$ cat src/frontend_pkg.sv
package frontend_pkg;

    localparam int xlen      = 32;
    localparam int mem_words = 256;                 // 1 KiB of instruction memory
    localparam int mem_aw    = $clog2(mem_words);   // word index width

    localparam logic [xlen-1:0] reset_pc = 32'h8000_0000;
    localparam logic [xlen-1:0] mem_base = reset_pc;   // sram window starts at the boot pc

    // rv32i base opcodes
    localparam logic [6:0] opc_lui    = 7'b0110111;
    localparam logic [6:0] opc_auipc  = 7'b0010111;
    localparam logic [6:0] opc_jal    = 7'b1101111;
    localparam logic [6:0] opc_jalr   = 7'b1100111;
    localparam logic [6:0] opc_branch = 7'b1100011;
    localparam logic [6:0] opc_load   = 7'b0000011;
    localparam logic [6:0] opc_store  = 7'b0100011;
    localparam logic [6:0] opc_op_imm = 7'b0010011;
    localparam logic [6:0] opc_op     = 7'b0110011;

    // format class
    localparam logic [2:0] fmt_r = 3'd0;
    localparam logic [2:0] fmt_i = 3'd1;
    localparam logic [2:0] fmt_s = 3'd2;
    localparam logic [2:0] fmt_b = 3'd3;
    localparam logic [2:0] fmt_u = 3'd4;
    localparam logic [2:0] fmt_j = 3'd5;

    // alu operations
    localparam logic [3:0] alu_add  = 4'd0;
    localparam logic [3:0] alu_sub  = 4'd1;
    localparam logic [3:0] alu_sll  = 4'd2;
    localparam logic [3:0] alu_slt  = 4'd3;
    localparam logic [3:0] alu_sltu = 4'd4;
    localparam logic [3:0] alu_xor  = 4'd5;
    localparam logic [3:0] alu_srl  = 4'd6;
    localparam logic [3:0] alu_sra  = 4'd7;
    localparam logic [3:0] alu_or   = 4'd8;
    localparam logic [3:0] alu_and  = 4'd9;

    // fetch fsm states
    localparam logic [1:0] st_idle     = 2'd0;
    localparam logic [1:0] st_wait_mem = 2'd1;  // address out, data back next edge
    localparam logic [1:0] st_offer    = 2'd2;

    // one instruction word, one view per encoding format
    typedef union packed {
        struct packed {
            logic [6:0] funct7; logic [4:0] rs2; logic [4:0] rs1;
            logic [2:0] funct3; logic [4:0] rd; logic [6:0] opcode;
        } r;
        struct packed {
            logic [11:0] imm; logic [4:0] rs1; logic [2:0] funct3;
            logic [4:0] rd; logic [6:0] opcode;
        } i;
        struct packed {
            logic [6:0] imm_11_5; logic [4:0] rs2; logic [4:0] rs1;
            logic [2:0] funct3; logic [4:0] imm_4_0; logic [6:0] opcode;
        } s;
        struct packed {
            logic imm_12; logic [5:0] imm_10_5; logic [4:0] rs2; logic [4:0] rs1;
            logic [2:0] funct3; logic [3:0] imm_4_1; logic imm_11; logic [6:0] opcode;
        } b;
        struct packed {
            logic [19:0] imm_31_12; logic [4:0] rd; logic [6:0] opcode;
        } u;
        struct packed {
            logic imm_20; logic [9:0] imm_10_1; logic imm_11; logic [7:0] imm_19_12;
            logic [4:0] rd; logic [6:0] opcode;
        } j;
    } inst_u;

endpackage

$ cat src/imm_gen.sv
`timescale 1ns/1ps

module imm_gen import frontend_pkg::*; (
    input  logic [xlen-1:0] inst,
    output logic [xlen-1:0] imm
);

    inst_u w;

    assign w = inst_u'(inst);

    always_comb begin
        case (w.r.opcode)
            opc_load, opc_op_imm, opc_jalr: begin
                imm = {{20{w.i.imm[11]}}, w.i.imm};
            end
            opc_store: begin
                imm = {{20{w.s.imm_11_5[6]}}, w.s.imm_11_5, w.s.imm_4_0};
            end
            opc_branch: begin
                // scattered bits back in order, bit 0 implied
                imm = {{19{w.b.imm_12}}, w.b.imm_12, w.b.imm_11,
                       w.b.imm_10_5, w.b.imm_4_1, 1'b0};
            end
            opc_lui, opc_auipc: begin
                imm = {w.u.imm_31_12, 12'b0};   // upper 20, low bits clear
            end
            opc_jal: begin
                imm = {{11{w.j.imm_20}}, w.j.imm_20, w.j.imm_19_12,
                       w.j.imm_11, w.j.imm_10_1, 1'b0};
            end
            default: imm = '0;                  // r type and unknown
        endcase
    end

endmodule

$ cat config.mk
export PLATFORM = sky130hd
export DESIGN_NAME = imm_gen
export DESIGN_NICKNAME = d
export VERILOG_FILES = /design/src/frontend_pkg.sv /design/src/imm_gen.sv
export SDC_FILE = /design/constraint.sdc
export NUM_CORES = 1
export LEC_CHECK = 0
export ABC_CLOCK_PERIOD_IN_PS = 2150
export CORE_AREA = 2 2 39 41
export DETAILED_ROUTE_END_ITERATION = 6
export DIE_AREA = 0 0 41 43
export DONT_BUFFER_PORTS = 1
export GPL_TIMING_DRIVEN = 0
export PLACE_DENSITY = 0.51
export SETUP_SLACK_MARGIN = 0.3
export SLEW_MARGIN = 20
export SYNTH_ARGS = -nofsm -noshare
export SYNTH_HDL_FRONTEND = slang
export SYNTH_SLANG_ARGS = --single-unit
$ cat constraint.sdc
create_clock -name vclk -period 2.15
set_input_delay 0.43 -clock vclk [all_inputs]
set_output_delay 0.43 -clock vclk [all_outputs]
set_load 0.02 [all_outputs]
# After elaboration in Yosys (flattened, before gate mapping)
# Index checks and enable logic that the tools add are counted.
dict set report word_totals {
  inputBits 32
  ff_bits 0
  output_inout_bits 32
  elab_cells 11
}
dict set report classes {
  muxes 1
  n_eq_ne 8
  reduce_logical 2
}
# op count
set ops {}
lappend ops {{$pmux W32 S5} 1}
lappend ops {{$eq A7 B7 Y1 const B} 3}
lappend ops {{$eq A7 B5 Y1 const B} 2}
lappend ops {{$eq A7 B6 Y1 const B} 2}
lappend ops {{$eq A7 B2 Y1 const B} 1}
lappend ops {{$reduce_or A3 Y1} 1}
lappend ops {{$reduce_or A2 Y1} 1}

# Longest topological paths before layout
dict set report logic_depth {
  word_depth 3
  mapped_depth 5
  ltp_nobuf 3
}

# Least setup slack after synthesis
# Ideal clock, no wire load.
dict set report synth_timing {
  path_type {input to output}
  startpoint {input inst[2]}
  endpoint {output imm[20]}
  required_ns 1.720
  path_slack_ns 0.102
  stages 5
  arrival_time_ns 1.618
  n_path_buf 2
  cell_sequence {buf_4 -> and4bb_2 -> a2bb2oi_2 -> buf_2 -> o21ai_0}
}
dict set report synth_via {
  elab_chain_len 3
  word_cells_on_any_way 11
  cone_classes {eq/ne: 8; mux: 1; reduce/logical: 2}
}
# element line
set synth_lines {}
lappend synth_lines {{start, declared} imm_gen.sv:4} ;# input logic [xlen-1:0] inst,
lappend synth_lines {{$eq A7 B2 Y1 (tied with other cells)} imm_gen.sv:13} ;# case (w.r.opcode)
lappend synth_lines {{$reduce_or A3 Y1 / $reduce_or A2 Y1 (equally long branches)} imm_gen.sv:13}
lappend synth_lines {{$pmux W32 S5 (*)} imm_gen.sv:13}
lappend synth_lines {{end, declared} imm_gen.sv:5} ;# output logic [xlen-1:0] imm
# Every way passes the cells marked *; elsewhere a longest branch is shown, timed or not.

# Worst setup path in the final report
dict set report layout_timing {
  startpoint {input inst[6]}
  endpoint {output imm[31]}
}
# Same word-level chain as after synthesis.

==> impl_metrics.tcl <==
set metrics [dict create \
    grt_usage_pct 19.6 \
    drtPass1Iterations 4 \
    finish.instance_area_um2 902 \
    syn-num-nets 111 \
    yosysWarnings 0 \
    period_share_pct 86.2 \
    relSlewSlack_pct 62.3 \
    syn_area_um2 547 \
    grt_pass1_wl_mm 2.59 \
    io_pins 64 \
    totalWireLength_mm 1.96 \
    arrival_ns 1.42 \
    gp_congestion 0.692 \
    core_area_um2 1380 \
    grt_pass1_vias 607 \
    seqCellArea_um2 0 \
    wl_per_cell_um 19.8 \
    fmax_ghz 0.539 \
    cp_max_fo 7 \
    vias 674 \
    worst_pin_slew_ns 0.565 \
    pre_cts_slack_ns 0.0459 \
    required_ns 1.72 \
    seq_cells 0 \
    peakVddDrop_mv 0.0768 \
    finalWorstSetupSlack_ns 0.296 \
    overflow 0 \
    critPathLaunchType "primary input" \
    start_util_pct 39.5 \
    die_area_um2 1760 \
    grt_max_degree 11 \
    crit_type "in -> out" \
    areaGrowthSynthToFinish_pct 65.0 \
    setup.worst_path.end_class "primary output" \
    grt_antenna_before_repair 0 \
    vias_per_cell 6.81 \
    avgSynthCellArea_um2 6.92 \
    fin_hold_ws_ns 0.979 \
    slew_viol_final 0 \
    die_w_um 41 \
    maxCapViolCount 0 \
    p_leak_nw 0.337 \
    row_count 14 \
    nNetsFinal 117 \
    ys_seq_area_share_pct 0 \
    clock_buffers 0 \
    finalHoldViolations 0 \
    antenna_cells 0 \
    die_y_um 43 \
    power_per_cell_area_nw_per_um2 130 \
    port_buffers 0 \
    finalSetupTns_ns 0 \
    drcViolationCount 0 \
    place_area_um2 568 \
    drt-initial-drc-count 10 \
    setup_viol 0 \
    rsz0062_at_grt "true" \
    drt.antenna.violating_nets 0 \
    final_layout_size_suffix_gt1_share_pct 59.0 \
    hpwl_mm 1.21 \
    hold_path.class "in -> out" \
    status "completed" \
    syn_inst 79 \
    fin_crit_ns 1.85 \
    synth_cell_types 33 \
]
-- cells in the mapped netlist (2+ instances only) --
master    number  area share (%)
nand3_1       13              12
o21ai_0       12              11
a21o_2         8              13
a22o_1         4             6.4
buf_2          4             3.7
nor2b_1        4             4.6
and2b_1        3             4.1
clkbuf_1       3             2.1
and3b_2        2             3.7
nand2_1        2             1.4
o21a_1         2             2.7
-- worst max-delay path, stage by stage --
cell,delay [ns]
buf_12,0.11
or3b_4,0.41
a21oi_4,0.27
o21a_4,0.21
-- layer usage --
metal	wire, µm	track usage (%)
met1	730	23.4
met3	132	4.71
met5	0	0
met4	10	4.00
met2	1090	33.4
-- final timing paths --
path,startpoint,endpoint,slack [ns],cells past startpoint
max,inst[6],imm[31],0.30,4
min,inst[31],imm[31],0.98,1
-- metrics by stage --
| stage | power (mW) | instances | utilization (%) |
|---|---|---|---|
| after floorplan | 0.0653 | 79 | - |
| after global placement | 0.0738 | 95 | 41.0 |
| after detailed placement | 0.0740 | 95 | 41.0 |
| after CTS | 0.0986 | 96 | 55.2 |
| after global routing | 0.124 | 99 | 65.2 |
| final | 0.117 | 99 | 65.2 |
-- cell usage in the layout (no fill, tap or decap), types with 2 or more instances in the layout --
cell type | synthesis | final
a21o_4 | 0 | 8
clkbuf_2 | 0 | 3
a22o_2 | 0 | 2
buf_12 | 0 | 3
a21oi_4 | 1 | 2
buf_4 | 1 | 4
and3b_2 | 2 | 2
o21ai_4 | 0 | 10
nand3_1 | 13 | 12
and2b_1 | 3 | 2
nor2b_1 | 4 | 4
buf_6 | 1 | 2
nand2_1 | 2 | 2
-- report_power, final --
part,switching (mW),internal (mW),total [mW]
sequential,0,0,0
combinational,0.0668,0.0502,0.117
clock,0,0,0
total,0.0668,0.0502,0.117
-- what timing repair did --
item                                    in CTS  in global routing
buffers inserted                             1                  2
gates resized for setup                     39                 23
pin swaps                                    2                  7
hold buffers                                 0                  0
endpoints found under the setup margin      29                 31
cloned                                       0                  1
hold endpoints to repair                     0                  0
-- cell type report --
cell class / count / area, µm²
buffer: 9 / 105
fill: 127 / 482
inverter: 1 / 3.75
tap: 16 / 20.0
multi-input combinational: 70 / 751
timing repair buffer: 3 / 22.5
-- kinds of logic (layout without fill, tap and decap cells) --
logic type | count (synthesis) | count (layout) | synth area share (%)
muxes | 1 | 1 | 1.83
buffers and inverters | 10 | 13 | 9.84
and+or+nand+nor | 35 | 35 | 41.6
AOI/OAI and AO/OA | 33 | 34 | 46.7
(Power assumes the default switching activity.)
