==> config.mk <==
export PLATFORM = sky130hd
export DESIGN_NAME = decode_merge
export DESIGN_NICKNAME = d
export VERILOG_FILES = /design/src/frontend_pkg.sv /design/src/decode_merge.sv
export SDC_FILE = /design/constraint.sdc
export NUM_CORES = 1
export LEC_CHECK = 0
export ABC_CLOCK_PERIOD_IN_PS = 4300
export BUFFER_PORTS_ARGS = -buffer_cell sky130_fd_sc_hd__buf_2
export CAP_MARGIN = 0
export CORE_UTILIZATION = 35
export CTS_CLUSTER_DIAMETER = 100
export CTS_CLUSTER_SIZE = 30
export DETAILED_ROUTE_END_ITERATION = 10
export GPL_TIMING_DRIVEN = 1
export PLACE_DENSITY_LB_ADDON = 0.3
export SYNTH_ARGS = -nofsm -noshare
export SYNTH_HDL_FRONTEND = slang
export SYNTH_SLANG_ARGS = --single-unit
==> constraint.sdc <==
create_clock -name clk -period 4.3 [get_ports clk]
set_input_delay 0.86 -clock clk [delete_from_list [all_inputs] [get_ports clk]]
set_output_delay 0.86 -clock clk [all_outputs]
set_load 0.02 [all_outputs]
==> src/frontend_pkg.sv <==
package frontend_pkg;

    localparam int xlen      = 32;
    localparam int mem_words = 256;                 // 1 KiB of instruction memory
    localparam int mem_aw    = $clog2(mem_words);   // word index width

    localparam logic [xlen-1:0] reset_pc = 32'h8000_0000;
    localparam logic [xlen-1:0] mem_base = reset_pc;   // sram window starts at the boot pc

    // rv32i base opcodes
    localparam logic [6:0] opc_lui    = 7'b0110111;
    localparam logic [6:0] opc_auipc  = 7'b0010111;
    localparam logic [6:0] opc_jal    = 7'b1101111;
    localparam logic [6:0] opc_jalr   = 7'b1100111;
    localparam logic [6:0] opc_branch = 7'b1100011;
    localparam logic [6:0] opc_load   = 7'b0000011;
    localparam logic [6:0] opc_store  = 7'b0100011;
    localparam logic [6:0] opc_op_imm = 7'b0010011;
    localparam logic [6:0] opc_op     = 7'b0110011;

    // format class
    localparam logic [2:0] fmt_r = 3'd0;
    localparam logic [2:0] fmt_i = 3'd1;
    localparam logic [2:0] fmt_s = 3'd2;
    localparam logic [2:0] fmt_b = 3'd3;
    localparam logic [2:0] fmt_u = 3'd4;
    localparam logic [2:0] fmt_j = 3'd5;

    // alu operations
    localparam logic [3:0] alu_add  = 4'd0;
    localparam logic [3:0] alu_sub  = 4'd1;
    localparam logic [3:0] alu_sll  = 4'd2;
    localparam logic [3:0] alu_slt  = 4'd3;
    localparam logic [3:0] alu_sltu = 4'd4;
    localparam logic [3:0] alu_xor  = 4'd5;
    localparam logic [3:0] alu_srl  = 4'd6;
    localparam logic [3:0] alu_sra  = 4'd7;
    localparam logic [3:0] alu_or   = 4'd8;
    localparam logic [3:0] alu_and  = 4'd9;

    // fetch fsm states
    localparam logic [1:0] st_idle     = 2'd0;
    localparam logic [1:0] st_wait_mem = 2'd1;  // address out, data back next edge
    localparam logic [1:0] st_offer    = 2'd2;

    // one instruction word, one view per encoding format
    typedef union packed {
        struct packed {
            logic [6:0] funct7; logic [4:0] rs2; logic [4:0] rs1;
            logic [2:0] funct3; logic [4:0] rd; logic [6:0] opcode;
        } r;
        struct packed {
            logic [11:0] imm; logic [4:0] rs1; logic [2:0] funct3;
            logic [4:0] rd; logic [6:0] opcode;
        } i;
        struct packed {
            logic [6:0] imm_11_5; logic [4:0] rs2; logic [4:0] rs1;
            logic [2:0] funct3; logic [4:0] imm_4_0; logic [6:0] opcode;
        } s;
        struct packed {
            logic imm_12; logic [5:0] imm_10_5; logic [4:0] rs2; logic [4:0] rs1;
            logic [2:0] funct3; logic [3:0] imm_4_1; logic imm_11; logic [6:0] opcode;
        } b;
        struct packed {
            logic [19:0] imm_31_12; logic [4:0] rd; logic [6:0] opcode;
        } u;
        struct packed {
            logic imm_20; logic [9:0] imm_10_1; logic imm_11; logic [7:0] imm_19_12;
            logic [4:0] rd; logic [6:0] opcode;
        } j;
    } inst_u;

endpackage

==> src/decode_merge.sv <==
`timescale 1ns/1ps

module decode_merge import frontend_pkg::*; (
    input  logic            clk,
    input  logic            rst,
    // item from fetch plus both decode results
    input  logic            if_valid,
    output logic            if_ready,
    input  logic [xlen-1:0] if_pc,
    input  logic [xlen-1:0] if_inst,
    input  logic [xlen-1:0] imm,
    input  logic [4:0]      rd,
    input  logic [4:0]      rs1,
    input  logic [4:0]      rs2,
    input  logic [2:0]      fmt,
    input  logic [3:0]      alu_op,
    input  logic            is_jal,
    input  logic            illegal,
    input  logic            redir_en,
    // jal redirect back to fetch
    output logic            jal_redir,
    output logic [xlen-1:0] jal_target,
    // output beat
    output logic            out_valid,
    input  logic            out_ready,
    output logic [xlen-1:0] out_pc,
    output logic [xlen-1:0] out_inst,
    output logic [xlen-1:0] out_imm,
    output logic [4:0]      out_rd,
    output logic [4:0]      out_rs1,
    output logic [4:0]      out_rs2,
    output logic [2:0]      out_fmt,
    output logic [3:0]      out_alu_op,
    output logic            out_illegal
);

    logic accept;

    // room when empty or draining; nothing taken while fetch is being redirected
    assign if_ready = (!out_valid || out_ready) && !redir_en && !jal_redir;
    assign accept   = if_valid && if_ready;

    always_ff @(posedge clk) begin
        if (rst) begin
            out_valid <= 1'b0;
            jal_redir <= 1'b0;
        end else begin
            jal_redir <= accept && is_jal;  // one cycle pulse after the jal is latched
            if (redir_en) begin
                out_valid <= 1'b0;          // flush
            end else if (accept) begin
                out_valid <= 1'b1;
            end else if (out_ready) begin
                out_valid <= 1'b0;
            end
        end
    end

    always_ff @(posedge clk) begin
        if (accept) begin
            out_pc      <= if_pc;
            out_inst    <= if_inst;
            out_imm     <= imm;
            out_rd      <= rd;
            out_rs1     <= rs1;
            out_rs2     <= rs2;
            out_fmt     <= fmt;
            out_alu_op  <= alu_op;
            out_illegal <= illegal;
        end
    end

    assign jal_target = out_pc + out_imm;   // held beat is the jal while jal_redir is up

    // a held beat stays put until out_ready or a flush
    a_beat_held: assert property (
        @(posedge clk) disable iff (rst)
        (out_valid && !out_ready && !redir_en) |=>
            (out_valid && $stable(out_pc) && $stable(out_inst))
    );

endmodule

-- Word level (Yosys, flattened, before mapping)
Cells that the tools add are included.
- bits in registers: 121
- bits in latches: 0
- RAM bits: 0
- bits in read-only memories: 0
- input port bits: 125
- output and inout port bits: 154
- logic and storage cells: 24
- memories kept: 0
- add/subtract/negate cells: 1
- multipliers: 0
- div/mod/pow operators: 0
- magnitude comparators: 0
- equal/unequal tests: 0
- shift operators: 0
- multiplexer cells: 2
- bitwise operators: 0
- reduce and logical (&&, ||, !) cells: 10
- operators with widths (kind ; number):
    32-bit adder ; 1
    1-bit logical AND ; 4
    1-bit logical NOT ; 3
    1-bit two-way mux ; 2
    2-bit nonzero test ; 1
    2-bit OR reduction ; 1
    1-bit logical OR ; 1

-- Depth between registers and ports, before layout
- word-level depth: 6
- depth in mapped cells: 8
- depth with buffers taken out: 8

-- Worst setup path after synthesis
OpenSTA, ideal clock, no wires.
- kind: input port to flip-flop
- start: input port redir_en
- end: register out_alu_op[0] (enable)
- library setup time: 472 ps
- arrival time: 3901 ps
- data required time: 3828 ps
- slack: -73 ps
- cell stages on the path: 3
- buffers on the path: 0
- cells stage by stage: nor3_1 > nand2_1 > inv_1
- longest elaborated chain between the ends: 4
- RTL lines (element ; RTL line ; source):
    start: declaration ; decode_merge.sv:19 ; input logic redir_en,
    1-bit logical NOT ; decode_merge.sv:40 ; assign if_ready = (!out_valid || out_ready) && !redir_en && !jal_redir;
    1-bit logical AND (2 in a row) ; decode_merge.sv:40 ;
    1-bit logical AND ; decode_merge.sv:41 ; assign accept = if_valid && if_ready;
    net accept ; decode_merge.sv:37 ; logic accept;
    end signal: assignment ; decode_merge.sv:68 ; out_alu_op <= alu_op;
    end: declaration ; decode_merge.sv:33 ; output logic [3:0] out_alu_op,
The timed path passes the listed nets, and every way through them passes these cells.
A chain may end at the register's enable or synchronous reset.

-- Final worst setup path
- start: register out_pc[0]
- end: output port jal_target[30]
- longest elaborated chain between the ends: 1
- RTL lines (element ; RTL line ; source):
    start: declaration ; decode_merge.sv:26 ; output logic [xlen-1:0] out_pc,
    start signal: assignment ; decode_merge.sv:61 ; out_pc <= if_pc;
    32-bit adder ; decode_merge.sv:73 ; assign jal_target = out_pc + out_imm;
    end: declaration ; decode_merge.sv:22 ; output logic [xlen-1:0] jal_target,
No other way between the ends.

==> results.md <==
* Main flop type after synthesis: edfxtp_1
* Die area at 0.0164 mm^2
* Crit path time final at 3890 ps
* Sum of negative setup slack at 0 ps
* Post-Route WL at between 15000 and 20000 um
* WP buf/inv at 1
* Pin count of the biggest net entering global routing at 55
* Drt first pass iters at 5
* Adder-cell share of the synthesized area at under 10%
* Final hold vios at 0
* Worst hold-check path type: input pin to flop
* CP top delay family: compound AO/OA/AOI/OAI gates
* Fin crit share at between 90% and 100%
* Critical path's slowest cell: fa_1
* Post-synth EDFFs at ~120
* Number of global-route vias before repair at around 4600
* Via density at 4.85
* Gpl congestion at 0.837
* Die Y-Extent at 128 um
* Leakage at 3.27 nW
* Tot Pwr at around 0.0033 W
* Async SR Flop Fraction at 0%
* Worst flop-to-flop path startpoint: out_valid
* Slew HR at a little over two thirds
* CTS root buf: clkbuf_16
* Final setup viols at 0
* Crit end category: primary output
* GR Util All Layers at between 10% and 20%
* Max-cap check violation count at 0
* Simple-Gate Fraction of Synth Area at under 10%
* Crit path depth at 9
* Die width at about 130 um
* Nets at 840
* Worst Path Class, Setup: flop to primary output
* Synth Cell Area at around 0.0056 mm^2
* Port bufs at around 280
* PD cells at roughly 420 mW/mm^2
* Worst ir drop on vdd at 0.382 mV
* R2R Path End: out_imm[30]
* Critical Path AT at just over 3000 ps
* Initial antenna violation count at 0
* Core ar. at between 0.015 and 0.02 mm^2
* Final HPWL DP at roughly 12000 um
* Synth Area in XOR/XNOR at 4.56%
* Syn_area_per_cell at between 10 and 15 um^2
* H-tree Lvls at 4
* Share of layout cells above drive strength 1 at between 40% and 50%
* Clock Skews at between 15 and 20 ps
* DRC at 0
* Average routed wire per standard cell at roughly 17 um
* TritonCTS Buffers at 17
* Initial cell density of the core at between 30% and 40%
* CTS tree: built
* Clock latency on the worst-skew pair at between 400 and 500 ps
* Worst setup path startpoint: out_pc[0]
* Post-Synthesis Cells at roughly 400
* Final antenna-violating net count at 0
* CP Launch Type: flop
* Grt total ovfl at 0
* Depth of the worst register-to-register path at 5
* Yosys cell types at between 50 and 60
* R2R Setup Slk at 2430 ps
* Vias at 4399
* Critical Path Fanout Max at 3
* First-pass GRT wire length at between 20000 and 25000 um
* Compound-cell area share of the yosys netlist at a little over an eighth
* Slowest stage delay, CP at 410 ps
* Clock-pin slew on the worst setup and hold paths at ~60 ps
* RSZ-0062 raised after global routing: no
* Yosys warns at 0
* CP required at between 3000 and 4000 ps
* Drt initial violations at between 150 and 200
* N_diodes at 0
* Worst Max-Slew Pin Slew at 427 ps
* CP most frequent cell: a311oi_2
* F_max at approximately 260 MHz
* Largest family of logic cells by synthesized area: compound AO/OA/AOI/OAI gates
* Max-slew violations at 0
* Gates resized, CTS repair at 0
* Sequential-to-total area share from yosys stat at 64.8%
* CTS Hold Bufs at 0
* CTS max path bufs at 2
* CP Capture Point: jal_target[30]
* Status: finished clean
* # IOs at 279
* Mux cell area share after synthesis at less than 1%
* Critical-path cell list: ha_1 -> fa_1 -> a21o_2 -> a311oi_2 -> o21a_2 -> o21ai_2 -> a311oi_2 -> xnor2_1 -> buf_2
* Row count at 45
* Post-CTS setup buffers at 0
* Synth Register Bits at roughly 120
* Synthesized Nets at between 500 and 600
* CTS Sinks at 121
* Area delta synth->final at 39.2%
## Yosys cell counts (3+ instances only)
library cell,n,share of area [%]
inv_1,4,0.27
and3_1,3,0.34
a211oi_2,4,0.90
edfxtp_1,119,64
nor3_1,11,0.99
o21ai_1,5,0.45
o211ai_1,6,0.81
buf_2,7,0.63
ha_1,31,7.0
a21o_1,6,0.81
o21a_1,3,0.40
nand2_1,27,1.8
nor2b_1,6,0.67
nand4_1,7,0.79
a211oi_1,3,0.40
clkbuf_1,3,0.20
xor2_1,11,1.7
a21oi_2,3,0.47
a31oi_1,6,0.67
xnor2_1,18,2.8
nor2_1,14,0.94
nand3_1,8,0.72
a21oi_1,34,3.1
o21ai_0,12,1.1
o21bai_1,4,0.54
## area by class of cell
class | count | area, um^2
clock buffer | 17 | 425
multi-input combinational | 258 | 1880
tap | 211 | 264
fill | 1398 | 7610
sequential | 121 | 3610
inverter | 4 | 18.8
clock inverter | 15 | 129
timing repair buffer | 281 | 1430
## cell usage in the layout (no fill, tap or decap), types with 7 or more instances in the layout
cell / netlist / final
ha_1: 31 / 31
o21ai_0: 12 / 12
a21oi_1: 34 / 34
xor2_1: 11 / 11
nor2_1: 14 / 14
xnor2_1: 18 / 18
nand3_1: 8 / 8
nand2_1: 27 / 27
clkbuf_16: 0 / 17
buf_2: 7 / 278
nor3_1: 11 / 11
nand4_1: 7 / 7
edfxtp_1: 119 / 119
## kinds of logic after synthesis
kind of cell / count (synthesis)
AOI/OAI and AO/OA: 106
muxes: 3
buffers and inverters: 16
adders and majority gates: 32
and+or+nand+nor: 88
DFF: 121
xor gates and xnor gates: 29
## worst min path at each step
stage                      startpoint            to  slack [ps]  depth (start not counted)
after global placement      jal_redir     jal_redir         610                          3
after detailed placement    out_valid     out_valid         640                          2
final                     if_inst[28]  out_inst[28]         610                          1
after floorplan             out_valid     out_valid         720                          2
after CTS                  if_inst[1]   out_inst[1]         600                          1
after global routing       if_inst[1]   out_inst[1]         600                          1
## per-stage QoR
step                      utilization [%]  hold WS (ps)  area (um^2)  setup slack, ps  std cells
final                                50.5           615         7760              406        907
after global routing                 50.5           596         7760              276        907
after CTS                            50.5           597         7760              375        907
after detailed placement             46.9           640         7200              836        875
after global placement               46.9           615         7200              847        875
after floorplan                         -           723         5580              870        395
## flip-flops by register name, summed over array words and instances (netlist names)
register / cells
jal_redir: 1
out_alu_op: 4
out_fmt: 3
out_illegal: 1
out_imm: 32
out_inst: 32
out_pc: 32
out_rd: 5
out_rs1: 5
out_rs2: 5
out_valid: 1
## where the power goes
group          switching (W)  internal [W]  leakage [nW]
Sequential         0.0000211       0.00136          1.13
Combinational       0.000363      0.000208          1.87
Clock               0.000579      0.000758         0.271
Total               0.000963       0.00233          3.27
## metal layers
layer	part of all wire, %	wire length, um	global-route usage (%)	vias to the layer above
li1	-	-	-	2117
met1	38	5770	20.5	2050
met2	51	7710	31.9	205
met3	8.7	1310	6.89	27
met4	2.3	343	7.54	0
met5	0	0	0	-
Note: power is estimated with default switching activity, not from simulation.
