===== src/frontend_pkg.sv =====
package frontend_pkg;

    localparam int xlen      = 32;
    localparam int mem_words = 256;                 // 1 KiB of instruction memory
    localparam int mem_aw    = $clog2(mem_words);   // word index width

    localparam logic [xlen-1:0] reset_pc = 32'h8000_0000;
    localparam logic [xlen-1:0] mem_base = reset_pc;   // sram window starts at the boot pc

    // rv32i base opcodes
    localparam logic [6:0] opc_lui    = 7'b0110111;
    localparam logic [6:0] opc_auipc  = 7'b0010111;
    localparam logic [6:0] opc_jal    = 7'b1101111;
    localparam logic [6:0] opc_jalr   = 7'b1100111;
    localparam logic [6:0] opc_branch = 7'b1100011;
    localparam logic [6:0] opc_load   = 7'b0000011;
    localparam logic [6:0] opc_store  = 7'b0100011;
    localparam logic [6:0] opc_op_imm = 7'b0010011;
    localparam logic [6:0] opc_op     = 7'b0110011;

    // format class
    localparam logic [2:0] fmt_r = 3'd0;
    localparam logic [2:0] fmt_i = 3'd1;
    localparam logic [2:0] fmt_s = 3'd2;
    localparam logic [2:0] fmt_b = 3'd3;
    localparam logic [2:0] fmt_u = 3'd4;
    localparam logic [2:0] fmt_j = 3'd5;

    // alu operations
    localparam logic [3:0] alu_add  = 4'd0;
    localparam logic [3:0] alu_sub  = 4'd1;
    localparam logic [3:0] alu_sll  = 4'd2;
    localparam logic [3:0] alu_slt  = 4'd3;
    localparam logic [3:0] alu_sltu = 4'd4;
    localparam logic [3:0] alu_xor  = 4'd5;
    localparam logic [3:0] alu_srl  = 4'd6;
    localparam logic [3:0] alu_sra  = 4'd7;
    localparam logic [3:0] alu_or   = 4'd8;
    localparam logic [3:0] alu_and  = 4'd9;

    // fetch fsm states
    localparam logic [1:0] st_idle     = 2'd0;
    localparam logic [1:0] st_wait_mem = 2'd1;  // address out, data back next edge
    localparam logic [1:0] st_offer    = 2'd2;

    // one instruction word, one view per encoding format
    typedef union packed {
        struct packed {
            logic [6:0] funct7; logic [4:0] rs2; logic [4:0] rs1;
            logic [2:0] funct3; logic [4:0] rd; logic [6:0] opcode;
        } r;
        struct packed {
            logic [11:0] imm; logic [4:0] rs1; logic [2:0] funct3;
            logic [4:0] rd; logic [6:0] opcode;
        } i;
        struct packed {
            logic [6:0] imm_11_5; logic [4:0] rs2; logic [4:0] rs1;
            logic [2:0] funct3; logic [4:0] imm_4_0; logic [6:0] opcode;
        } s;
        struct packed {
            logic imm_12; logic [5:0] imm_10_5; logic [4:0] rs2; logic [4:0] rs1;
            logic [2:0] funct3; logic [3:0] imm_4_1; logic imm_11; logic [6:0] opcode;
        } b;
        struct packed {
            logic [19:0] imm_31_12; logic [4:0] rd; logic [6:0] opcode;
        } u;
        struct packed {
            logic imm_20; logic [9:0] imm_10_1; logic imm_11; logic [7:0] imm_19_12;
            logic [4:0] rd; logic [6:0] opcode;
        } j;
    } inst_u;

endpackage


===== src/ctrl_decode.sv =====
`timescale 1ns/1ps

module ctrl_decode import frontend_pkg::*; (
    input  logic [xlen-1:0] inst,
    output logic [4:0]      rd,
    output logic [4:0]      rs1,
    output logic [4:0]      rs2,
    output logic [2:0]      fmt,
    output logic [3:0]      alu_op,
    output logic            is_jal,
    output logic            illegal
);

    inst_u w;
    logic  alt;         // instruction bit 30, sub / sra select
    logic  f7_ok;       // funct7 is zero or 0100000
    logic [3:0] f3_op;  // alu op from funct3

    assign w     = inst_u'(inst);
    assign alt   = w.r.funct7[5];
    assign f7_ok = (w.r.funct7 == 7'b0000000) || (w.r.funct7 == 7'b0100000);

    always_comb begin
        case (w.r.funct3)
            3'b000:  f3_op = alu_add;
            3'b001:  f3_op = alu_sll;
            3'b010:  f3_op = alu_slt;
            3'b011:  f3_op = alu_sltu;
            3'b100:  f3_op = alu_xor;
            3'b101:  f3_op = alt ? alu_sra : alu_srl;
            3'b110:  f3_op = alu_or;
            default: f3_op = alu_and;
        endcase
    end

    always_comb begin
        fmt     = fmt_i;
        alu_op  = alu_add;
        is_jal  = 1'b0;
        illegal = 1'b0;
        case (w.r.opcode)
            opc_op: begin
                fmt = fmt_r;
                // sub only on funct3 000, alt form only for sub and sra
                alu_op  = (w.r.funct3 == 3'b000 && alt) ? alu_sub : f3_op;
                illegal = !f7_ok || (alt && w.r.funct3 != 3'b000 && w.r.funct3 != 3'b101);
            end
            opc_op_imm: begin
                // no sub in f3_op so addi ignores bit 30
                alu_op = f3_op;
                if (w.r.funct3 == 3'b001) illegal = (w.r.funct7 != 7'b0000000);
                if (w.r.funct3 == 3'b101) illegal = !f7_ok;
            end
            opc_load, opc_jalr: fmt = fmt_i;
            opc_store:          fmt = fmt_s;
            opc_branch: begin
                fmt    = fmt_b;
                alu_op = alu_sub;   // compare by subtract
            end
            opc_lui, opc_auipc: fmt = fmt_u;
            opc_jal: begin
                fmt    = fmt_j;
                is_jal = 1'b1;
            end
            default: illegal = 1'b1;    // unknown opcode
        endcase
    end

    // fields the format does not carry read as zero
    assign rd  = (fmt == fmt_s || fmt == fmt_b) ? 5'd0 : w.r.rd;
    assign rs1 = (fmt == fmt_u || fmt == fmt_j) ? 5'd0 : w.r.rs1;
    assign rs2 = (fmt == fmt_r || fmt == fmt_s || fmt == fmt_b) ? w.r.rs2 : 5'd0;

endmodule


===== config.mk =====
export PLATFORM = sky130hd
export DESIGN_NAME = ctrl_decode
export DESIGN_NICKNAME = d
export VERILOG_FILES = /design/src/frontend_pkg.sv /design/src/ctrl_decode.sv
export SDC_FILE = /design/constraint.sdc
export NUM_CORES = 1
export LEC_CHECK = 0
export ABC_AREA = 1
export BUFFER_PORTS_ARGS = -buffer_cell sky130_fd_sc_hd__buf_2
export CAP_MARGIN = 10
export CORE_UTILIZATION = 29
export DETAILED_ROUTE_END_ITERATION = 12
export PLACE_DENSITY = 0.83
export SLEW_MARGIN = 30
export SYNTH_ARGS = -nofsm -noshare
export SYNTH_HDL_FRONTEND = slang
export SYNTH_SLANG_ARGS = --single-unit

===== constraint.sdc =====
create_clock -name vclk -period 0.9
set_clock_uncertainty 0.2 [all_clocks]
set_input_delay 0.045 -clock vclk [all_inputs]
set_output_delay 0.045 -clock vclk [all_outputs]
set_load 0.01 [all_outputs]

# [Yosys cells after proc, flatten, opt, wreduce, memory -nomap -nowiden]
# Cells that the tools add are included.
[totals] elab_cells=50 ff_bits=0 output_inout_bits=24
[classes] n_eq_ne=21 mux=12 reduce_logical=17
[op_table] op="7-bit by 6-bit == test with 1-bit output, second input constant" count=4
[op_table] op="4-bit one-hot mux with 7 select lines" count=1
[op_table] op="7-bit == test, second input constant" count=3
[op_table] op="3-bit == test, second input constant" count=5
[op_table] op="5-bit 2-to-1 mux" count=3
[op_table] op="3-bit one-hot mux with 5 select lines" count=1
[op_table] op="7-bit by 5-bit == test with 1-bit output, second input constant" count=2
[op_table] op="3-bit by 2-bit == test with 1-bit output, second input constant" count=4
[op_table] op="4-bit one-hot mux with 3 select lines" count=1
[op_table] op="7-bit by 2-bit == test with 1-bit output, second input constant" count=1
[op_table] op="7-bit zero test" count=1
[op_table] op="7-bit nonzero test" count=1
[op_table] op="7-bit OR reduction" count=1
[op_table] op="3-bit zero test" count=2
[op_table] op="1-bit logical OR" count=6
[op_table] op="1-bit 2-to-1 mux" count=4
[op_table] op="4-bit 2-to-1 mux" count=1
[op_table] op="3-bit by 1-bit == test with 1-bit output, second input constant" count=1
[op_table] op="1-bit logical AND" count=3
[op_table] op="3-bit inequality test, second input constant" count=1
[op_table] op="1-bit one-hot mux with 3 select lines" count=1
[op_table] op="3-bit nonzero test" count=1
[op_table] op="2-bit OR reduction" count=1
[op_table] op="1-bit zero test" count=1

# [Depth between registers and ports, before layout]
[depth] word_depth=7 mapped_depth=8 ltp_nobuf=8

# [Worst setup path before layout]
# OpenSTA, ideal clock, no wires.
[synth_path] path_kind="input to output" from="input port inst[2]" to="output port rs1[0]" path_stages=7 slack_ns=-0.129 arrival_time_ns=0.784 cell_sequence="inv_1 nor2_1 nand2_1 nor2_2 or2_1 buf_6 nor2_1"
[synth_between] elab_chain_len=6
[synth_rtl] element="from (decl)" line_no="ctrl_decode.sv:4" rtl="input logic [xlen-1:0] inst,"
[synth_rtl] element="7-bit by 6-bit == test with 1-bit output / 7-bit by 5-bit == test with 1-bit output (equally long branches)" line_no="ctrl_decode.sv:41" rtl="case (w.r.opcode)"
[synth_rtl] element="2-bit OR reduction"
[synth_rtl] element="3-bit one-hot mux with 5 select lines (*)" line_no="ctrl_decode.sv:41"
[synth_rtl] element="via fmt[2]" line_no="ctrl_decode.sv:8" rtl="output logic [2:0] fmt,"
[synth_rtl] element="3-bit == test" line_no="ctrl_decode.sv:71" rtl="assign rs1 = (fmt == fmt_u || fmt == fmt_j) ? 5'd0 : w.r.rs1;"
[synth_rtl] element="1-bit logical OR (*)" line_no="ctrl_decode.sv:71"
[synth_rtl] element="5-bit 2-to-1 mux (*)" line_no="ctrl_decode.sv:71"
[synth_rtl] element="to (decl)" line_no="ctrl_decode.sv:6" rtl="output logic [4:0] rs1,"
# The timed path passes the listed nets; every way through them passes the cells marked *.

# [Worst setup path after layout]
[layout_path] from="input port inst[2]" to="output port rd[2]"
[layout_between] elab_chain_len=6
[layout_rtl] element="7-bit by 6-bit == test with 1-bit output / 7-bit by 5-bit == test with 1-bit output (equally long branches)" line_no="ctrl_decode.sv:41"
[layout_rtl] element="2-bit OR reduction"
[layout_rtl] element="3-bit one-hot mux with 5 select lines (*)" line_no="ctrl_decode.sv:41"
[layout_rtl] element="3-bit by 2-bit == test with 1-bit output" line_no="ctrl_decode.sv:70" rtl="assign rd = (fmt == fmt_s || fmt == fmt_b) ? 5'd0 : w.r.rd;"
[layout_rtl] element="1-bit logical OR (*)" line_no="ctrl_decode.sv:70"
[layout_rtl] element="5-bit 2-to-1 mux (*)" line_no="ctrl_decode.sv:70"
[layout_rtl] element="to (decl)" line_no="ctrl_decode.sv:5" rtl="output logic [4:0] rd,"
# Mark *: on every way between the ends. The rest lies on a longest branch, timed or not.

==> results.sh <==
export IMPL_area_growth_pct=148
export IMPL_num_vias=805
export IMPL_crit_chain="buf_6 -> inv_4 -> buf_6 -> nand3_4 -> nor2_4 -> inv_2 -> nand2_1 -> inv_1 -> buf_2"
export IMPL_yosysUniqueCellTypes=12
export IMPL_core_area_um2=1300
export IMPL_postPlaceCellArea_um2=876
export IMPL_holdBufCountCts=0
export IMPL_hold_viol_final=0
export IMPL_num_antenna_cells=0
export IMPL_synth_mux_area_frac=0
export IMPL_place_ws_ns=-0.408
export IMPL_crit_type="primary input to primary output"
export IMPL_cp_max_fo=5
export IMPL_drive_gt1_frac=0.624
export IMPL_viasPerCell=4.47
export IMPL_synth_compound_area_frac=0.0556
export IMPL_final_design_area_no_fill_um2=1010
export IMPL_io_pins=56
export IMPL_peakVddDrop_mv=0.223
export IMPL_drc_errors=0
export IMPL_die_h_um=39.4
export IMPL_synth_top_family_by_area="simple AND/OR/NAND/NOR gates"
export IMPL_grt_use_met2=0.429
export IMPL_netlist_area_leader_share=0.269
export IMPL_synthCells=98
export IMPL_grt_max_degree=7
export IMPL_register_area_um2=0
export IMPL_synth_avg_cell_area_um2=4.14
export IMPL_grt_pass1_wl_mm=2.33
export IMPL_grtUsageMet1=0.210
export IMPL_start_util=0.312
export IMPL_nFlopsAndLatches=0
export IMPL_powerDensity_nw_per_um2=339
export IMPL_ant_nets=0
export IMPL_finalCritPeriodShare=1.30
export IMPL_synthXorXnorAreaFrac=0
export IMPL_cp_end_kind="primary output"
export IMPL_violations="setup timing"
export IMPL_min_period_ns=1.17
export IMPL_wl_mm=1.63
export IMPL_antenna_found_initial=0
export IMPL_max_freq_mhz=857
export IMPL_hold_class="primary input to primary output"
export IMPL_crit_top_cell="buf_6"
export IMPL_critical_path_top_delay_family="buffers and inverters"
export IMPL_grt_pass1_vias=603
export IMPL_drtIter0Drc=7
export IMPL_gp_congestion=0.843
export IMPL_grt_busiest_layer="met2"
export IMPL_drv_slew=0
export IMPL_die_area_um2=1550
export IMPL_rsz0062_at_grt="true"
export IMPL_tightest_slew_ns=0.197
export IMPL_yosys_warnings=0
export IMPL_setup_violations=23
export IMPL_crit_slowest_cell="nor2_4"
export IMPL_yosysMostFrequentCell="nor2_1"
export IMPL_yosys_area_share_simple=0.657
export IMPL_start_kind="primary input"
export IMPL_cp_arrival_ns=0.92
export IMPL_fill_cells=102
export IMPL_yosysSeqAreaShare=0
export IMPL_synth_top_cell_by_area="nor2_1"
export IMPL_synth_nets=130
export IMPL_setup_ws_ns=-0.267
export IMPL_hpwlAfterDp_mm=1.34
export IMPL_fp_dieW_um=39.4
export IMPL_nNetsFinal=199
export IMPL_power_leakage_nw=0.603
export IMPL_use_met3=0.0341
export IMPL_synthAdderAreaFrac=0
export IMPL_dr_pass1_iters=4
export IMPL_wl_per_cell_um=9.04
export IMPL_synthTopCellsByArea="nor2_1 27%, inv_1 26%, nand2_1 24%"
export IMPL_status="complete, but fails checks"
export IMPL_slowest_delay_ns=0.21
export IMPL_yosys_top_cells_count="29 x nor2_1, 28 x inv_1, 26 x nand2_1"
export IMPL_relSlewSlack=0.868
export IMPL_grt_util_all_layers=0.212
export IMPL_multi_input_area_um2=429
export IMPL_clkbuf_count=0
export IMPL_fp_row_count=13
export IMPL_drv_cap=0
export IMPL_critPathBufInv=6
export IMPL_port_buffers=56
export IMPL_syn_area_um2=405
export IMPL_crit_required_ns=0.65
export IMPL_grt_overflow=0
[report_power, final]
group | total (mW) | switching [mW] | internal [mW]
logic | 0.342 | 0.168 | 0.173
registers | 0 | 0 | 0
clock network | 0 | 0 | 0
total | 0.342 | 0.168 | 0.173
[kinds of logic (layout without fill, tap and decap cells)]
family          Yosys count  in the layout
compound gates            4              4
buf+inv                  29             96
simple gates             65             65
[metrics by stage]
stage | power (mW) | cells | hold slack [ns] | setup TNS, ns | utilization
floorplan | 0.137 | 98 | -0.0236 | -0.474 | -
global placement | 0.282 | 179 | 0.152 | -7.44 | 0.673
detailed placement | 0.291 | 179 | 0.155 | -8.05 | 0.673
CTS | 0.326 | 179 | 0.155 | -5.16 | 0.747
global route | 0.376 | 180 | 0.174 | -6.83 | 0.774
finish | 0.342 | 180 | 0.151 | -5.54 | 0.774
[worst paths after layout]
| check | slack [ns] | end | from | cells after the start |
|---|---|---|---|---|
| worst max-delay path | -0.27 | rd[2] | inst[2] | 9 |
| worst min-delay path | 0.15 | rd[1] | inst[8] | 4 |
[layout make-up]
class,count,area share
Timing Repair Buffer,68,0.446
Multi-Input combinational cell,69,0.426
Inverter,28,0.109
Tap cell,15,0.0186
[worst min-delay path, cell delays in order]
cell and delay, ns:
buf_2 0.08, nand2_2 0.05, inv_2 0.04, buf_6 0.09
[layer usage]
layer | up-vias | share of wire
met5 | - | 0
met4 | 0 | 0.030
met1 | 336 | 0.37
met2 | 44 | 0.52
met3 | 8 | 0.087
li1 | 417 | -
[timing repair]
item,CTS,global route
setup endpoints to repair,24,24
buffers inserted,1,1
gates resized for setup,25,7
pin swaps,16,2
[cell usage in the layout (no fill, tap or decap), types with 2 or more instances in the layout]
cell	synthesis	final
inv_2	0	5
nand3_1	5	4
nor2_2	2	13
buf_4	0	8
nor2_1	29	10
nor2_4	0	8
buf_8	0	2
inv_1	28	21
inv_4	0	2
nand2_1	26	23
buf_6	1	11
buf_2	0	47
nand3_4	0	2
Power figures use the tool's default switching activity.
