--- src/frontend_pkg.sv ---
package frontend_pkg;

    localparam int xlen      = 32;
    localparam int mem_words = 256;                 // 1 KiB of instruction memory
    localparam int mem_aw    = $clog2(mem_words);   // word index width

    localparam logic [xlen-1:0] reset_pc = 32'h8000_0000;
    localparam logic [xlen-1:0] mem_base = reset_pc;   // sram window starts at the boot pc

    // rv32i base opcodes
    localparam logic [6:0] opc_lui    = 7'b0110111;
    localparam logic [6:0] opc_auipc  = 7'b0010111;
    localparam logic [6:0] opc_jal    = 7'b1101111;
    localparam logic [6:0] opc_jalr   = 7'b1100111;
    localparam logic [6:0] opc_branch = 7'b1100011;
    localparam logic [6:0] opc_load   = 7'b0000011;
    localparam logic [6:0] opc_store  = 7'b0100011;
    localparam logic [6:0] opc_op_imm = 7'b0010011;
    localparam logic [6:0] opc_op     = 7'b0110011;

    // format class
    localparam logic [2:0] fmt_r = 3'd0;
    localparam logic [2:0] fmt_i = 3'd1;
    localparam logic [2:0] fmt_s = 3'd2;
    localparam logic [2:0] fmt_b = 3'd3;
    localparam logic [2:0] fmt_u = 3'd4;
    localparam logic [2:0] fmt_j = 3'd5;

    // alu operations
    localparam logic [3:0] alu_add  = 4'd0;
    localparam logic [3:0] alu_sub  = 4'd1;
    localparam logic [3:0] alu_sll  = 4'd2;
    localparam logic [3:0] alu_slt  = 4'd3;
    localparam logic [3:0] alu_sltu = 4'd4;
    localparam logic [3:0] alu_xor  = 4'd5;
    localparam logic [3:0] alu_srl  = 4'd6;
    localparam logic [3:0] alu_sra  = 4'd7;
    localparam logic [3:0] alu_or   = 4'd8;
    localparam logic [3:0] alu_and  = 4'd9;

    // fetch fsm states
    localparam logic [1:0] st_idle     = 2'd0;
    localparam logic [1:0] st_wait_mem = 2'd1;  // address out, data back next edge
    localparam logic [1:0] st_offer    = 2'd2;

    // one instruction word, one view per encoding format
    typedef union packed {
        struct packed {
            logic [6:0] funct7; logic [4:0] rs2; logic [4:0] rs1;
            logic [2:0] funct3; logic [4:0] rd; logic [6:0] opcode;
        } r;
        struct packed {
            logic [11:0] imm; logic [4:0] rs1; logic [2:0] funct3;
            logic [4:0] rd; logic [6:0] opcode;
        } i;
        struct packed {
            logic [6:0] imm_11_5; logic [4:0] rs2; logic [4:0] rs1;
            logic [2:0] funct3; logic [4:0] imm_4_0; logic [6:0] opcode;
        } s;
        struct packed {
            logic imm_12; logic [5:0] imm_10_5; logic [4:0] rs2; logic [4:0] rs1;
            logic [2:0] funct3; logic [3:0] imm_4_1; logic imm_11; logic [6:0] opcode;
        } b;
        struct packed {
            logic [19:0] imm_31_12; logic [4:0] rd; logic [6:0] opcode;
        } u;
        struct packed {
            logic imm_20; logic [9:0] imm_10_1; logic imm_11; logic [7:0] imm_19_12;
            logic [4:0] rd; logic [6:0] opcode;
        } j;
    } inst_u;

endpackage

--- src/ifu.sv ---
`timescale 1ns/1ps

module ifu import frontend_pkg::*; (
    input  logic            clk,
    input  logic            rst,
    input  logic            run,
    // redirects, external wins
    input  logic            jal_redir,
    input  logic [xlen-1:0] jal_target,
    input  logic            redir_en,
    input  logic [xlen-1:0] redir_pc,
    // sram fetch port
    output logic            fetch_en,
    output logic [xlen-1:0] fetch_addr,
    input  logic [xlen-1:0] fetch_data,
    // offer to decode
    output logic            if_valid,
    input  logic            if_ready,
    output logic [xlen-1:0] if_pc,
    output logic [xlen-1:0] if_inst
);

    logic [1:0]      state, nxt_state;
    logic [xlen-1:0] pc, nxt_pc;
    logic            redir;

    assign redir = redir_en | jal_redir;

    always_comb begin
        nxt_state  = state;
        nxt_pc     = pc;
        fetch_en   = 1'b0;
        fetch_addr = pc;
        if (redir) begin
            // drop whatever is held or in flight, restart at the target
            nxt_pc     = redir_en ? redir_pc : jal_target;
            fetch_addr = nxt_pc;
            fetch_en   = run;
            nxt_state  = run ? st_wait_mem : st_idle;
        end else begin
            case (state)
                st_idle: begin
                    if (run) begin
                        fetch_en  = 1'b1;           // issue pc
                        nxt_state = st_wait_mem;
                    end
                end
                st_wait_mem: begin
                    nxt_state = st_offer;           // word captured this edge
                end
                st_offer: begin
                    if (if_ready) begin
                        nxt_pc     = pc + 32'd4;
                        fetch_addr = nxt_pc;        // next address goes out right away
                        fetch_en   = run;
                        nxt_state  = run ? st_wait_mem : st_idle;
                    end
                end
                default: nxt_state = st_idle;
            endcase
        end
    end

    always_ff @(posedge clk) begin
        if (rst) begin
            state <= st_idle;
            pc    <= reset_pc;
        end else begin
            state <= nxt_state;
            pc    <= nxt_pc;
        end
    end

    always_ff @(posedge clk) begin
        if (state == st_wait_mem && !redir) begin
            if_inst <= fetch_data;  // sram word for pc
        end
    end

    assign if_valid = (state == st_offer);
    assign if_pc    = pc;           // pc only moves on accept or redirect

    // offered item holds until taken or flushed
    a_offer_stable: assert property (
        @(posedge clk) disable iff (rst)
        (if_valid && !if_ready && !redir) |=> ($stable(if_pc) && $stable(if_inst))
    );

endmodule

--- config.mk ---
export PLATFORM = sky130hd
export DESIGN_NAME = ifu
export DESIGN_NICKNAME = d
export VERILOG_FILES = /design/src/frontend_pkg.sv /design/src/ifu.sv
export SDC_FILE = /design/constraint.sdc
export NUM_CORES = 1
export LEC_CHECK = 0
export BUFFER_PORTS_ARGS = -buffer_cell sky130_fd_sc_hd__buf_2
export CORE_UTILIZATION = 48
export CTS_BUF_LIST = sky130_fd_sc_hd__clkbuf_8
export DETAILED_ROUTE_END_ITERATION = 6
export GPL_ROUTABILITY_DRIVEN = 0
export GPL_TIMING_DRIVEN = 0
export PLACE_DENSITY = 0.95
export SYNTH_ARGS = -nofsm -noshare
export SYNTH_HDL_FRONTEND = slang
export SYNTH_SLANG_ARGS = --single-unit
--- constraint.sdc ---
create_clock -name clk -period 7.49 [get_ports clk]
set_clock_uncertainty 0.2 [all_clocks]
set_input_delay 1.498 -clock clk [delete_from_list [all_inputs] [get_ports clk]]
set_output_delay 1.498 -clock clk [all_outputs]
set_load 0.02 [all_outputs]
======== Yosys cells after proc, flatten, opt, wreduce, memory -nomap -nowiden ========
Cells that the tools add are included.
cells by class
  $add $sub $neg .......................... 1
  multipliers ............................. 0
  div/mod/pow operators ................... 0
  order comparisons ....................... 0
  equal/unequal tests ..................... 4
  shifts and indexed selects .............. 0
  multiplexer cells ....................... 13
  bitwise logic cells ..................... 1
  reductions and logical operators ........ 4
operators by type and width
  operator                                                         count
  32-bit two-way mux                                               4
  32-bit by 3-bit adder with 32-bit output, second input constant  1
  2-bit two-way mux                                                3
  2-bit case mux with 3 select lines                               1
  1-bit two-way mux                                                4
  3-bit by 1-bit != test with 1-bit output, second input constant  1
  3-bit != test, second input constant                             1
  2-bit by 1-bit == test with 1-bit output, second input constant  1
  2-bit == test, second input constant                             1
  2-bit logical NOT                                                1
  1-bit case mux with 2 select lines                               1
  2-bit AND reduction                                              1
  1-bit logical AND                                                1
  1-bit logical NOT                                                1
  1-bit bitwise OR                                                 1
word-level totals
  bits in registers ....................... 66
  latch bits .............................. 0
  memory bits (writable) .................. 0
  ROM bits ................................ 0
  input port bits ......................... 102
  output and inout bits ................... 98
  logic and storage cells ................. 26
  memories ................................ 0

======== Longest topological paths before layout ========
Gate-level depths: netlist of the first run.
  word-level depth ........................ 4
  depth in mapped cells ................... 7
  depth with buffers taken out ............ 6

======== Worst setup path after synthesis of the first run ========
OpenSTA, ideal clock, no wires.
  path kind ............................... input -> output
  from .................................... in if_ready
  to ...................................... out fetch_addr[29]
  data arrival time ....................... 2.852 ns
  data required time ...................... 5.792 ns
  path slack .............................. 2.940 ns
  stages on the path ...................... 5
  buffers on the path ..................... 0
  cell sequence ........................... nand3b_1 nor4_4 nand4_4 or4_4 nand3_1
on the way
  longest elaborated chain between the ends .. 3
RTL lines
  element             RTL line   RTL
  start: declaration  ifu.sv:18  input logic if_ready,
  32-bit two-way mux  ifu.sv:52  if (if_ready) begin
  32-bit two-way mux  ifu.sv:41  case (state)
  32-bit two-way mux  -
  end: declaration    ifu.sv:14  output logic [xlen-1:0] fetch_addr,
Every way passes these cells.

======== Final worst setup path of the first run ========
  from .................................... in jal_redir
  to ...................................... out fetch_addr[19]
on the way
  longest elaborated chain between the ends .. 2
RTL lines
  element             RTL line   RTL
  start: declaration  ifu.sv:8   input logic jal_redir,
  1-bit bitwise OR    ifu.sv:27  assign redir = redir_en | jal_redir;
  32-bit two-way mux  -
Every way passes these cells.

==> results of run 1 <==
## cell families (layout without fill, tap and decap cells)
group,Yosys count,in the layout,share of synthesized area [%]
adders and majority gates,1,1,0.3896
AOI/OAI and AO/OA,87,87,16.68
muxes,9,9,2.962
buffers and inverters,21,237,2.494
and+or+nand+nor,118,118,21.98
xor gates and xnor gates,16,16,4.365
DFF,66,66,51.13
## how the worst max path moves through the flow
stage / start / to / slack (ps) / depth (start not counted)
floorplan: if_ready / fetch_addr[29] / 2940 / 5
detailed placement: jal_redir / fetch_addr[23] / 2250 / 8
global placement: jal_redir / fetch_addr[23] / 2240 / 8
finish: jal_redir / fetch_addr[19] / 2140 / 8
CTS: redir_en / fetch_addr[19] / 2220 / 8
global route: redir_en / fetch_addr[19] / 2050 / 8
## worst register-to-register path, delay by kind of cell (launching register included)
kind / cells / cell delay (ps)
AOI/OAI and AO/OA: 1 / 170
and+or+nand+nor: 4 / 1420
DFF: 1 / 430
## cell type report
cell class | instances | area (um^2)
fillers | 504 | 1893
flip-flops and latches | 66 | 1642
multi-input cells | 231 | 1491
repair buffers | 200 | 1011
clock buffers | 10 | 137.6
well taps | 77 | 96.34
plain buffers | 15 | 57.56
clock inverters | 6 | 35.03
inverters | 6 | 22.52
## metrics by stage
step | power, uW | cells | utilization [%] | hold WS (ps)
after floorplan | 510.4 | 318 | - | 310.8
after global routing | 881.6 | 611 | 70.36 | 438.5
after global placement | 582.2 | 594 | 67.38 | 350.6
after CTS | 848.7 | 611 | 70.36 | 392.3
final | 848.7 | 611 | 70.36 | 398.9
after detailed placement | 587.5 | 595 | 67.65 | 376.6
## layer usage
metal / up-vias / share of wire, %
met2: 256 / 48
li1: 1627 / -
met4: 0 / 4.5
met5: - / 0
met1: 1662 / 37
met3: 42 / 9.9
## power by group through the flow
stage	combinational (uW)	clock, uW	sequential (uW)
3_3_place_gp	162	0	420
3_5_place_dp	166	0	421
4_1_cts	167	268	413
6_report	168	267	414
2_1_floorplan	74.2	0	436
5_1_grt	181	285	416
## cell usage in the layout (no fill, tap or decap), types with 13 or more instances in the layout
cell,synthesis,final
edfxtp_1,32,32
a21oi_1,22,22
buf_2,1,200
o22ai_1,13,13
nor2b_1,15,15
nand3_1,13,13
o21ai_0,16,16
nand2_1,31,31
clkbuf_1,13,13
dfxtp_1,34,34
a22oi_1,15,15
## state kept, by name (all words and copies together) (netlist names)
signal	cells
if_pc	32
state	2
if_inst	32
==> impl_metrics.yaml, run 1 <==
status:
  run_status: "finished, final reports clean"
sta:
  rsz0062_at_grt: "false"
  slew_violations: 0
  hold_viol_final: 0
  finalSetupTns_ps: 0
  max_freq_mhz: 186.8
  setup_viol: 0
  fin_crit_ps: 5354
  post-route-period-util_pct: 71.48
  worst_pin_slew_ps: 719.1
  worst_slack_ps: 2136
  maxSlewHeadroom_pct: 52.01
clock_tree:
  clk_pin_slew_ps: 80
  ctsResizeCount: 0
  cts_tree: "yes"
  root_buffer: "clkbuf_8"
  hold_buffers: 0
  post-cts-setup-buffer-count: 0
  cts_max_level: 3
  cts.sinks: 66
  cts_made_buffers: 9
  clk_path_buf_depth: 2
  clk-insertion-delay-late_ps: 340
pwr:
  power_density_nw_per_um2: 188.9
  power.share.combinational_pct: 19.8
  peakVddDrop_mv: 0.1371
  leakage_uw: 0.002031
  p_switching_uw: 262.1
  pwr-share-clk_pct: 31.4
  pwr-share-seq_pct: 48.7
  internal-power_uw: 586.6
  switching_share_pct: 30.88
layout:
  drive_gt1_share_pct: 43.07
  diodes: 0
  syn2layout_area_growth_pct: 39.95
  final_area_um2: 4493
  fin_nets: 632
grt:
  grtUsageMet2_pct: 53.88
  grt_usage_pct: 31.66
  grt_pass1_wl_um: 17380
  grt-ovfl-total: 0
  grt_max_degree: 19
  antenna_found_initial: 0
  use_met3_pct: 7.517
  grt_pass1_vias: 3618
  grtUsageMet1_pct: 35.35
  grt_busiest_layer: "met2"
routing:
  wl_per_cell_um: 17.48
  via_count: 3587
  route.detailed.drc: 0
  drt_wl_total_um: 10680
  vias_per_cell: 5.871
  drt_iter0_markers: 211
  ant_nets: 0
  dr.pass1.iters: 5
critical_path:
  crit_required_ps: 5790
  path_cells: "buf_2 > clkbuf_1 > nor2_1 > clkbuf_1 > clkbuf_1 > o21ai_0 > nand2_1 > buf_2"
  worst_setup_path_end_kind: "output port"
  path_buf_inv: 5
  crit_path_top_delay_cell: "clkbuf_1"
  r2r-end: "if_pc[29]"
  cpPeakStageDelay_ps: 460
  critical_path_class: "in -> out"
  r2r_cells: 5
  r2r_slack_ps: 5200
  r2r_start: "if_pc[9]"
  crit_family: "buffers and inverters"
  crit_top_cell: "clkbuf_1"
  start_kind: "primary input"
  critical_path_peak_fanout: 10
  cp_data_arrival_time_ps: 3660
synth:
  ys_types: 47
  async_flop_share_pct: 0
  synth_area_um2: 3211
  synth_area_leaders: "edfxtp_1 (30%), dfxtp_1 (21%), nand2_1 (3.6%), a22oi_1 (3.5%), a21oi_1 (3.4%)"
  ys_seq_area_share_pct: 51.13
  ys_seq_elements: 66
  avgSynthCellArea_um2: 10.10
  synth_area_leader_cell: "edfxtp_1"
  synth_top_area_share_pct: 29.93
  syn-num-nets: 421
  syn_inst: 318
  ys.flop_type: "dfxtp_1"
  ys_warn_count: 0
  synth_common_cells: "dfxtp_1 (34), edfxtp_1 (32), nand2_1 (31), a21oi_1 (22), o21ai_0 (16)"
  synth_edf_count: 32
  yosysMostFrequentCell: "dfxtp_1"
floorplan:
  initial_core_util_pct: 50.27
  rows: 29
  die_h_um: 83.79
  io_pins: 200
  coreArea_um2: 6386
  fp.dieW_um: 83.79
  dieArea_um2: 7020
placement:
  post-place-ws_ps: 2252
  place_area_um2: 4320
  dp_hpwl_um: 8246
  port_buffers: 199
min_path:
  hold_path_class: "reg -> reg"
  hold_depth: 2
  holdPathEnd: "if_pc[29]"
  hp-start: "if_pc[29]"
flow_run:
  cap_violations: 0
No activity file was read; power rests on OpenSTA's default activity.
==> inputs of run 2 (changes only) <==
Settings changed: CORE_UTILIZATION 48 to 40, PLACE_DENSITY 0.95 to 0.87.
Clock period 7.49 ns to 4.65 ns, I/O delays scaled along.
==> run 2 against run 1 <==
Cell area increased by 1.3%; global-route usage shrank 6.5 points; register-to-register slack got worse by 2900 ps; via count decreased by 4.1%; critical path depth unchanged; sequential cell count unchanged; die area rose by 19%; non-clock buffer count did not move; largest cell class unchanged.
==> impl_metrics.yaml, run 2 (synthesis gave the netlist of run 1 again) <==
floorplan:
  io_pins: 200
  rows: 32
  coreArea_um2: 7727
  fp.dieW_um: 91.59
  initial_core_util_pct: 41.55
  die_h_um: 91.59
  dieArea_um2: 8389
placement:
  place_inst: 620
  place_area_um2: 4364
  port_buffers: 199
  post-place-ws_ps: 432.2
  dp_hpwl_um: 8061
sta:
  setup_viol: 0
  post-route-period-util_pct: 92.65
  slew_violations: 0
  finalSetupTns_ps: 0
  worst_slack_ps: 341.7
  maxSlewHeadroom_pct: 48.09
  rsz0062_at_grt: "false"
  fin_crit_ps: 4308
  worst_pin_slew_ps: 777.8
  hold_viol_final: 0
  max_freq_mhz: 232.1
layout:
  final_area_um2: 4551
  fin_nets: 632
  final_cell_mix: "buf_2 (200), dfxtp_1 (34), edfxtp_1 (32), nand2_1 (31), a21oi_1 (22)"
  drive_gt1_share_pct: 42.88
  diodes: 0
  syn2layout_area_growth_pct: 41.74
  utilization_pct: 58.89
  post_layout_nonfiller_instances: 636
  layout_commonest_cell: "buf_2"
pwr:
  pwr-share-clk_pct: 32.8
  switching_share_pct: 29.28
  power.share.combinational_pct: 19.3
  p_switching_uw: 407.1
  pwr-share-seq_pct: 47.9
  power_density_nw_per_um2: 305.5
  internal-power_uw: 983.1
  leakage_uw: 0.002040
  peakVddDrop_mv: 0.1445
critical_path:
  cp_data_arrival_time_ps: 3180
  crit_required_ps: 3520
  r2r_slack_ps: 2330
  critical_path_peak_fanout: 10
  worst_setup_path_end_kind: "output port"
  start_kind: "primary input"
  critical_path_class: "in -> out"
clock_tree:
  clk-insertion-delay-late_ps: 330
  clk_path_buf_depth: 2
  cts_tree: "yes"
  cts_made_buffers: 9
  cts.sinks: 66
  hold_buffers: 0
  post-cts-setup-buffer-count: 0
  root_buffer: "clkbuf_8"
  cts_max_level: 3
  clk_pin_slew_ps: 70
  ctsResizeCount: 0
grt:
  grt_usage_pct: 25.12
  grt_max_degree: 20
  grt_pass1_wl_um: 16190
  grt-ovfl-total: 0
  antenna_found_initial: 0
  grt_pass1_vias: 3247
routing:
  via_count: 3441
  vias_per_cell: 5.410
  route.detailed.drc: 0
  ant_nets: 0
  drt_iter0_markers: 203
  drt_wl_total_um: 10390
  dr.pass1.iters: 5
  wl_per_cell_um: 16.33
min_path:
  hold_path_class: "reg -> reg"
flow_run:
  cap_violations: 0
status:
  run_status: "finished, final reports clean"
run 2: cell types whose count changed in the layout (fill, tap and decap cells not counted), sizes merged:
cell	delta
clkinvlp	+1
clkinv	-2
clkbuf	-1
inv	+1
bufinv	+1
run 2: layout make-up:
class,instances,area (um^2)
clock buffer,9,123.9
inverter,6,22.52
multi-input combinational,231,1491
buffer,15,57.56
tap,102,127.6
sequential,66,1642
timing repair buffer,200,1023
fill,705,3177
clock inverter,7,62.56
run 2: per-layer routing:
metal / up-vias / share of wire [%] / track usage (%)
met5: - / 0 / 0
met4: 0 / 2.3 / 11.90
met3: 14 / 7.8 / 5.025
met2: 204 / 49 / 42.29
met1: 1597 / 41 / 30.67
li1: 1626 / - / -
run 2: stage by stage:
stage / total power, uW / hold WS, ps
floorplan: 822.0 / 310.8
detailed placement: 946.0 / 378.1
global placement: 938.7 / 357.0
global route: 1451 / 410.8
CTS: 1405 / 386.0
finish: 1390 / 384.2
run 2: power groups by stage:
stage	clock network, uW	registers (uW)	logic [uW]
6_report	456	666	269
2_1_floorplan	0	702	120
4_1_cts	471	664	270
5_1_grt	491	669	290
3_5_place_dp	0	677	269
3_3_place_gp	0	676	262
run 2: final timing paths:
kind / startpoint / end / depth (start not counted)
worst max register to register: state[0] / if_pc[29] / 5
worst min register to register: if_pc[29] / if_pc[29] / 2
worst max-delay path: redir_en / fetch_addr[19] / 8
worst min-delay path: if_pc[29] / if_pc[29] / 2
run 2: critical path: stages:
cell and delay, ps:
buf_2 110, clkbuf_1 220, nor2_1 340, clkbuf_1 490, clkbuf_1 520, o21ai_0 280
nand2_1 120, buf_2 160
